File: config.mk
export PLATFORM = sky130hd
export DESIGN_NAME = jumpUnitTop
export DESIGN_NICKNAME = d
export VERILOG_FILES = /design/src/forthCpuPkg.sv /design/src/instructionPhaseDecoder.sv /design/src/conditionFlags.sv /design/src/jumpGroupDecoder.sv /design/src/programCounter.sv /design/src/jumpUnitTop.sv
export VERILOG_INCLUDE_DIRS = /design/src
export SDC_FILE = /design/constraint.sdc
export NUM_CORES = 1
export LEC_CHECK = 0
export ABC_AREA = 1
export BUFFER_PORTS_ARGS = -buffer_cell sky130_fd_sc_hd__clkbuf_2
export CORE_UTILIZATION = 28
export CTS_CLUSTER_SIZE = 24
export DETAILED_ROUTE_END_ITERATION = 7
export SYNTH_ARGS = -nofsm -noshare
export SYNTH_HDL_FRONTEND = slang
export SYNTH_HIERARCHICAL = 1
export SYNTH_SLANG_ARGS = --single-unit
File: constraint.sdc
create_clock -name CLK -period 4.1 [get_ports CLK]
set_input_delay 0 -clock CLK [delete_from_list [all_inputs] [get_ports CLK]]
set_output_delay 0 -clock CLK [all_outputs]
set_load 0.05 [all_outputs]
File: src/forthCpu_consts.svh
`ifndef FORTHCPU_CONSTS_SVH
`define FORTHCPU_CONSTS_SVH

// word and address width
`define DATA_WIDTH 16

// instruction field positions
`define GROUP_MSB      15
`define GROUP_LSB      14
`define APPLY_CC_BIT   13
`define INVERT_CC_BIT  12
`define CC_SEL_MSB     11
`define CC_SEL_LSB     10
`define JUMP_MODE_MSB  9
`define JUMP_MODE_LSB  8
`define LINK_BIT       7
`define IMM_MSB        6
`define IMM_LSB        0

`define GROUP_JUMP 2'b11

// jump modes
`define MODE_ABS_REG 2'b00
`define MODE_REL_REG 2'b01
`define MODE_REL_IMM 2'b10
`define MODE_ABS_IMM 2'b11

// condition selects
`define CC_SEL_Z 2'b00
`define CC_SEL_C 2'b01
`define CC_SEL_S 2'b10
`define CC_SEL_P 2'b11

`endif

File: src/forthCpuPkg.sv
`default_nettype none

`include "forthCpu_consts.svh"

package forthCpuPkg;

	typedef enum logic [2:0] {
		STOPPED,
		FETCH,
		DECODE,
		EXECUTE,
		COMMIT
	} phaseT;

	// overlays the instruction word, msb first
	typedef struct packed {
		logic [`GROUP_MSB-`GROUP_LSB:0]         group;
		logic                                   applyCc;
		logic                                   invertCc;
		logic [`CC_SEL_MSB-`CC_SEL_LSB:0]       ccSelect;
		logic [`JUMP_MODE_MSB-`JUMP_MODE_LSB:0] jumpMode;
		logic                                   link;
		logic [`IMM_MSB-`IMM_LSB:0]             immOffset;
	} instrFieldsT;

	typedef struct packed {
		logic zero;
		logic carry;
		logic sign;
		logic parity;
	} ccFlagsT;

	typedef enum logic {BASE_PC, BASE_ZERO} pcBaseT;

	typedef enum logic [1:0] {OFF_TWO, OFF_REGB, OFF_IMM} pcOffsetT;

	typedef struct packed {
		pcBaseT                     base;
		pcOffsetT                   offset;
		logic [`IMM_MSB-`IMM_LSB:0] imm; // unscaled word offset
	} pcControlT;

endpackage

`default_nettype wire

File: src/instructionPhaseDecoder.sv
`default_nettype none

`include "forthCpu_consts.svh"

module instructionPhaseDecoder (
	input  wire                          CLK,
	input  wire                          reset,
	input  wire  [`DATA_WIDTH-1:0]       din,
	input  wire                          halt,
	input  wire                          debugStop,
	input  wire                          debugStepReq,
	output forthCpuPkg::phaseT           phase,
	output forthCpuPkg::instrFieldsT     instruction,
	output logic                         debugActive,
	output logic                         debugStepAck
);

	logic stepping; // one instruction released from debug stop

	always_ff @(posedge CLK) begin
		if (reset) begin
			phase <= forthCpuPkg::FETCH;
			debugActive <= 1'b0;
			debugStepAck <= 1'b0;
			stepping <= 1'b0;
		end else begin
			debugStepAck <= 1'b0;
			case (phase)
				forthCpuPkg::FETCH: phase <= forthCpuPkg::DECODE;
				forthCpuPkg::DECODE: phase <= forthCpuPkg::EXECUTE;
				forthCpuPkg::EXECUTE: begin
					phase <= forthCpuPkg::COMMIT;
					debugStepAck <= stepping; // ack sits on the stepped commit
					stepping <= 1'b0;
				end
				forthCpuPkg::COMMIT: begin
					if (halt) begin
						phase <= forthCpuPkg::STOPPED; // only reset gets out of here
						debugActive <= 1'b0;
					end else if (debugStop) begin
						phase <= forthCpuPkg::STOPPED;
						debugActive <= 1'b1;
					end else begin
						phase <= forthCpuPkg::FETCH;
						debugActive <= 1'b0;
					end
				end
				default: begin
					if (debugActive && !debugStop) begin
						phase <= forthCpuPkg::FETCH; // resume
						debugActive <= 1'b0;
					end else if (debugActive && debugStepReq) begin
						phase <= forthCpuPkg::FETCH;
						stepping <= 1'b1;
					end
				end
			endcase
		end
	end

	// instruction register
	always_ff @(posedge CLK) begin
		if (phase == forthCpuPkg::FETCH) begin
			instruction.group <= din[`GROUP_MSB:`GROUP_LSB];
			instruction.applyCc <= din[`APPLY_CC_BIT];
			instruction.invertCc <= din[`INVERT_CC_BIT];
			instruction.ccSelect <= din[`CC_SEL_MSB:`CC_SEL_LSB];
			instruction.jumpMode <= din[`JUMP_MODE_MSB:`JUMP_MODE_LSB];
			instruction.link <= din[`LINK_BIT];
			instruction.immOffset <= din[`IMM_MSB:`IMM_LSB];
		end
	end

	stoppedHolds: assert property (@(posedge CLK) disable iff (reset)
		phase == forthCpuPkg::STOPPED && !(debugActive && (debugStepReq || !debugStop))
		|=> phase == forthCpuPkg::STOPPED);

	ackOnlyInDebug: assert property (@(posedge CLK) disable iff (reset)
		debugStepAck |-> debugActive && phase == forthCpuPkg::COMMIT);

endmodule

`default_nettype wire

File: src/conditionFlags.sv
`default_nettype none

module conditionFlags (
	input  wire                      CLK,
	input  wire                      reset,
	input  wire forthCpuPkg::ccFlagsT flagsIn,
	input  wire                      flagsWrite,
	output forthCpuPkg::ccFlagsT     flags
);

	always_ff @(posedge CLK) begin
		if (reset) begin
			flags <= '0;
		end else if (flagsWrite) begin
			flags <= flagsIn; // visible to the decoder from the next cycle
		end
	end

	// the jump decoder only ever sees values that came through the strobe
	flagsHeld: assert property (@(posedge CLK) disable iff (reset)
		!$past(flagsWrite) && !$past(reset) |-> $stable(flags));

endmodule

`default_nettype wire

File: src/jumpGroupDecoder.sv
`default_nettype none

`include "forthCpu_consts.svh"

module jumpGroupDecoder (
	input  wire                           CLK,
	input  wire                           reset,
	input  wire forthCpuPkg::phaseT       phase,
	input  wire forthCpuPkg::instrFieldsT instruction,
	input  wire forthCpuPkg::ccFlagsT     flags,
	output forthCpuPkg::pcControlT        pcControl,
	output logic                          linkRequest
);

	logic selectedFlag;
	logic taken;

	always_comb begin
		case (instruction.ccSelect)
			`CC_SEL_Z: selectedFlag = flags.zero;
			`CC_SEL_C: selectedFlag = flags.carry;
			`CC_SEL_S: selectedFlag = flags.sign;
			`CC_SEL_P: selectedFlag = flags.parity;
			default: selectedFlag = 1'b0;
		endcase
	end

	// unconditional unless applyCc, invertCc flips the sense
	assign taken = (instruction.group == `GROUP_JUMP)
		&& (!instruction.applyCc || (selectedFlag ^ instruction.invertCc));

	always_ff @(posedge CLK) begin
		if (reset) begin
			pcControl.base <= forthCpuPkg::BASE_PC;
			pcControl.offset <= forthCpuPkg::OFF_TWO;
			pcControl.imm <= '0;
			linkRequest <= 1'b0;
		end else if (phase == forthCpuPkg::EXECUTE) begin
			pcControl.imm <= instruction.immOffset;
			linkRequest <= taken && instruction.link;
			if (!taken) begin
				pcControl.base <= forthCpuPkg::BASE_PC; // fall through
				pcControl.offset <= forthCpuPkg::OFF_TWO;
			end else begin
				case (instruction.jumpMode)
					`MODE_ABS_REG: begin
						pcControl.base <= forthCpuPkg::BASE_ZERO;
						pcControl.offset <= forthCpuPkg::OFF_REGB;
					end
					`MODE_REL_REG: begin
						pcControl.base <= forthCpuPkg::BASE_PC;
						pcControl.offset <= forthCpuPkg::OFF_REGB;
					end
					`MODE_REL_IMM: begin
						pcControl.base <= forthCpuPkg::BASE_PC;
						pcControl.offset <= forthCpuPkg::OFF_IMM;
					end
					default: begin // MODE_ABS_IMM
						pcControl.base <= forthCpuPkg::BASE_ZERO;
						pcControl.offset <= forthCpuPkg::OFF_IMM;
					end
				endcase
			end
		end
	end

	// programCounter reads pcControl during COMMIT, so it must be settled by then
	controlOnlyFromExecute: assert property (@(posedge CLK) disable iff (reset)
		!$past(reset) && $past(phase) != forthCpuPkg::EXECUTE
		|-> $stable(pcControl) && $stable(linkRequest));

endmodule

`default_nettype wire

File: src/programCounter.sv
`default_nettype none

`include "forthCpu_consts.svh"

module programCounter (
	input  wire                         CLK,
	input  wire                         reset,
	input  wire forthCpuPkg::phaseT     phase,
	input  wire forthCpuPkg::pcControlT pcControl,
	input  wire [`DATA_WIDTH-1:0]       regBValue,
	output logic [`DATA_WIDTH-1:0]      pc,
	output logic [`DATA_WIDTH-1:0]      linkAddress
);

	localparam int ImmWidth = `IMM_MSB - `IMM_LSB + 1;
	localparam logic [`DATA_WIDTH-1:0] PcStep = 2; // one instruction word in bytes

	logic [`DATA_WIDTH-1:0] baseValue;
	logic [`DATA_WIDTH-1:0] immValue;
	logic [`DATA_WIDTH-1:0] offsetValue;
	logic [`DATA_WIDTH-1:0] nextPc;

	// pc based offsets are signed, absolute ones are not
	always_comb begin
		if (pcControl.base == forthCpuPkg::BASE_PC) begin
			baseValue = pc;
			immValue = {{(`DATA_WIDTH-ImmWidth){pcControl.imm[ImmWidth-1]}}, pcControl.imm};
		end else begin
			baseValue = '0;
			immValue = {{(`DATA_WIDTH-ImmWidth){1'b0}}, pcControl.imm};
		end
	end

	always_comb begin
		case (pcControl.offset)
			forthCpuPkg::OFF_REGB: offsetValue = regBValue;
			forthCpuPkg::OFF_IMM: offsetValue = immValue << 1; // words to bytes
			default: offsetValue = PcStep;
		endcase
	end

	assign nextPc = baseValue + offsetValue;
	assign linkAddress = pc + PcStep;

	always_ff @(posedge CLK) begin
		if (reset) begin
			pc <= '0;
		end else if (phase == forthCpuPkg::COMMIT) begin
			pc <= {nextPc[`DATA_WIDTH-1:1], 1'b0};
		end
	end

	pcAligned: assert property (@(posedge CLK) disable iff (reset) pc[0] == 1'b0);

endmodule

`default_nettype wire

File: src/jumpUnitTop.sv
`default_nettype none

`include "forthCpu_consts.svh"

module jumpUnitTop (
	input  wire                       CLK,
	input  wire                       reset,
	input  wire  [`DATA_WIDTH-1:0]    din,
	input  wire  [`DATA_WIDTH-1:0]    regBValue,
	input  wire forthCpuPkg::ccFlagsT flagsIn,
	input  wire                       flagsWrite,
	input  wire                       halt,
	input  wire                       debugStop,
	input  wire                       debugStepReq,
	output logic [`DATA_WIDTH-1:0]    pc,
	output forthCpuPkg::phaseT        phase,
	output forthCpuPkg::instrFieldsT  instruction,
	output logic                      linkWrite,
	output logic [`DATA_WIDTH-1:0]    linkAddress,
	output logic                      debugActive,
	output logic                      debugStepAck
);

	forthCpuPkg::ccFlagsT flags;
	forthCpuPkg::pcControlT pcControl;
	logic linkRequest;

	instructionPhaseDecoder u_instructionPhaseDecoder (
		.CLK(CLK),
		.reset(reset),
		.din(din),
		.halt(halt),
		.debugStop(debugStop),
		.debugStepReq(debugStepReq),
		.phase(phase),
		.instruction(instruction),
		.debugActive(debugActive),
		.debugStepAck(debugStepAck)
	);

	conditionFlags u_conditionFlags (
		.CLK(CLK),
		.reset(reset),
		.flagsIn(flagsIn),
		.flagsWrite(flagsWrite),
		.flags(flags)
	);

	jumpGroupDecoder u_jumpGroupDecoder (
		.CLK(CLK),
		.reset(reset),
		.phase(phase),
		.instruction(instruction),
		.flags(flags),
		.pcControl(pcControl),
		.linkRequest(linkRequest)
	);

	programCounter u_programCounter (
		.CLK(CLK),
		.reset(reset),
		.phase(phase),
		.pcControl(pcControl),
		.regBValue(regBValue),
		.pc(pc),
		.linkAddress(linkAddress)
	);

	assign linkWrite = linkRequest && (phase == forthCpuPkg::COMMIT); // pc still pre-commit here

endmodule

`default_nettype wire

==> flow_metrics.env <==
export IMPL_status="completed"
export IMPL_synth_top_family_by_area="simple AND/OR/NAND/NOR gates"
export IMPL_final_cell_mix="nand2_1, inv_1, clkbuf_2, nor2_1, a21oi_1"
export IMPL_path_max_fanout=14
export IMPL_numCtsBuffers=5
export IMPL_nets=696
export IMPL_p_sw_share_pct=49.5
export IMPL_slew_viol_final=0
export IMPL_synth_xor_area_share_pct=3.71
export IMPL_synthToLayoutAreaGrowth_pct=27.6
export IMPL_wl_per_cell_um=11.1
export IMPL_cp_slowest_stage_delay_ns=0.54
export IMPL_period_share_pct=63.9
export IMPL_synthDistinctLibCells=39
export IMPL_ir_worst_vdd_mv=0.436
export IMPL_drc=0
export IMPL_firstDrtPassIters=4
export IMPL_use_met2_pct=23.2
export IMPL_crit_chain="inv_1, ha_1, a221o_1, ha_1, inv_1, fa_1, inv_1, nand3_1, nand3_1, a21oi_1, nand2_1, nand2_1, o21ai_0, inv_1"
export IMPL_pwr_share_comb_pct=46.7
export IMPL_synth_compound_area_share_pct=10.9
export IMPL_ys_seq_area_share_pct=33.9
export IMPL_clkTransAtPathRegs_ns=0.07
export IMPL_clk_path_buf_depth=2
export IMPL_cts_root_buf="clkbuf_16"
export IMPL_worstMarginPinSlew_ns=0.591
export IMPL_start_kind="register"
export IMPL_power_net_switching_mw=1.20
export IMPL_met3_usage_pct=3.12
export IMPL_path_buf_inv=4
export IMPL_fin_crit_ns=2.62
export IMPL_vias_per_cell=4.36
export IMPL_min_path_type="in2reg"
export IMPL_p_clk_share_pct=17.5
export IMPL_rsz0062_at_grt="no"
export IMPL_routed_wirelength_um=8880
export IMPL_syn_area_um2=3540
export IMPL_grt_util_met1_pct=18.4
export IMPL_postSynthCellCount=521
export IMPL_die_w_um=114
export IMPL_cp_arrival_ns=2.81
export IMPL_grt_start_max_net_pins=20
export IMPL_antenna_cells=0
export IMPL_final_common_cell="nand2_1"
export IMPL_path_class="reg2reg"
export IMPL_grt_pass1_vias=3194
export IMPL_leakage_nw=2.36
export IMPL_htreeDepth=2
export IMPL_antenna_found_initial=0
export IMPL_setup_viol=0
export IMPL_cts_tree="built"
export IMPL_end_kind="register"
export IMPL_seq_power_share_pct=35.9
export IMPL_slowest_stage="ha_1"
export IMPL_clk_latency_ns=0.29
export IMPL_hold_viol_final=0
export IMPL_power_density_nw_per_um2=534
export IMPL_io_buffers=92
export IMPL_worstPathRequired_ns=4.29
export IMPL_grt_pass1_wl_um=14500
export IMPL_post_dp_hpwl_um=7090
export IMPL_syn_avg_cell_area_um2=6.80
export IMPL_synth_seq_cells=52
export IMPL_crit_path_frequent_cell="inv_1"
export IMPL_boundaryPins=96
export IMPL_postRouteAntennaNets=0
export IMPL_critPathTopFamily="adder cells"
export IMPL_drv_cap=0
export IMPL_yosysWarnings=6
export IMPL_cts_resized=0
export IMPL_drtIter0Drc=141
export IMPL_cts_num_sinks=52
export IMPL_dieArea_um2=13100
export IMPL_vias=3495
export IMPL_layout_drive_gt1_share_pct=19.7
export IMPL_die_height_um=114
export IMPL_fp_coreArea_um2=12200
export IMPL_synth_simple_gate_area_share_pct=30.8
export IMPL_fin_tns_setup_ns=0
export IMPL_maxSlewHeadroom_pct=60.5
export IMPL_overflow=0
export IMPL_start_util_pct=29.1
export IMPL_synthMuxAreaShare_pct=0
export IMPL_placement_rows=40
export IMPL_synthAdderAreaFrac_pct=7.99
export IMPL_finClkSkew_ns=0.00675
export IMPL_top_usage_layer="met2"
export IMPL_globalRouteTotalUtil_pct=14.0
export IMPL_gp_congestion=0.839
export IMPL_max_clock_freq_mhz=381
export IMPL_power_total_mw=2.41
export IMPL_p_int_mw=1.22
kinds of logic after synthesis:
family,Yosys count
DFF,52
xor gates and xnor gates,15
buffers and inverters,113
other,1
and+or+nand+nor,247
AOI/OAI and AO/OA,71
adders and majority gates,22
synthesized netlist by cell type, drive strengths merged:
| master | n | area share, % |
|---|---|---|
| a311oi | 1 | 0.25 |
| nor3 | 4 | 1.0 |
| dfxtp | 36 | 20 |
| nand4 | 6 | 1.2 |
| a22o | 1 | 0.25 |
| o21ai | 23 | 3.4 |
| nor2 | 63 | 7.6 |
| xnor2 | 1 | 0.25 |
| o211ai | 2 | 0.42 |
| clkbuf | 5 | 0.53 |
| edfxtp | 16 | 14 |
| ha | 21 | 7.4 |
| a21oi | 41 | 5.9 |
| buf | 6 | 1.2 |
| nand3 | 38 | 6.2 |
| nand2 | 134 | 14 |
| clkinv | 1 | 0.11 |
| a22oi | 1 | 0.21 |
| o221ai | 1 | 0.25 |
| inv | 101 | 11 |
| xor2 | 14 | 3.5 |
| and3 | 1 | 0.21 |
| fa | 1 | 0.57 |
| conb | 1 | 0.11 |
| nand3b | 1 | 0.21 |
| a221o | 1 | 0.28 |
cell type report:
type,instances,area (um^2)
clock buffer,6,129
clock inverter,2,16.3
fill,1291,7640
inverter,102,383
multi-input combinational,357,1900
sequential,52,1200
tap,168,210
timing repair buffer,114,678
flip-flops by register name, summed over array words and instances (netlist names), 3 cells and up:
signal	count
u_conditionFlags/flags	4
u_instructionPhaseDecoder/phase	3
u_programCounter/pc	15
u_jumpGroupDecoder/pcControl	10
u_instructionPhaseDecoder/instruction	16
tightest hold or removal path, delay by kind of cell:
| kind | cells | cell delay (ns) |
|---|---|---|
| AO/OA/AOI/OAI | 1 | 0.09 |
| buffers and inverters | 1 | 0.11 |
| AND/OR/NAND/NOR | 1 | 0.08 |
power by group through the flow:
stage               registers, mW  logic (mW)  clock network [mW]
finish                      0.866        1.13               0.422
global route                0.893        1.22               0.448
CTS                         0.868        1.13               0.433
detailed placement          0.878        1.11                   0
global placement            0.876        1.09                   0
floorplan                    1.19       0.528                   0
final timing paths:
kind                                              startpoint                                                 end  slack [ns]  cells after the start
min reg2reg  u_instructionPhaseDecoder/stepping$_SDFFE_PP0P_     u_instructionPhaseDecoder/stepping$_SDFFE_PP0P_        0.47                      2
max             u_jumpGroupDecoder/pcControl[7]$_SDFFE_PP0N_                 u_programCounter/pc[9]$_SDFFE_PP0N_        1.48                     14
min                                                debugStop  u_instructionPhaseDecoder/debugActive$_SDFFE_PP0P_        0.02                      3
max reg2reg     u_jumpGroupDecoder/pcControl[7]$_SDFFE_PP0N_                 u_programCounter/pc[9]$_SDFFE_PP0N_        1.48                     14
per-stage QoR:
stage          instances  hold WS (ns)  setup slack [ns]  utilization [%]  instance area, um^2
2_1_floorplan        522        0.0691              1.54                -                 3540
3_3_place_gp         772         0.177              1.54             34.2                 4160
3_5_place_dp         772         0.179              1.50             34.2                 4160
4_1_cts              801        0.0110              1.48             37.2                 4520
5_1_grt              801        0.0766              1.22             37.2                 4520
6_report             801        0.0153              1.48             37.2                 4520
routing by layer:
| layer | routed length (um) | vias to the layer above |
|---|---|---|
| li1 | - | 1847 |
| met1 | 4320 | 1538 |
| met2 | 3920 | 108 |
| met3 | 600 | 2 |
| met4 | 37 | 0 |
| met5 | 0 | - |
timing repair:
action / 4_1_cts / 5_1_grt
hold endpoints to repair: 21 / 0
hold buffers: 21 / 0
setup buffers: 0 / 0
Note: power is estimated with default switching activity, not from simulation.
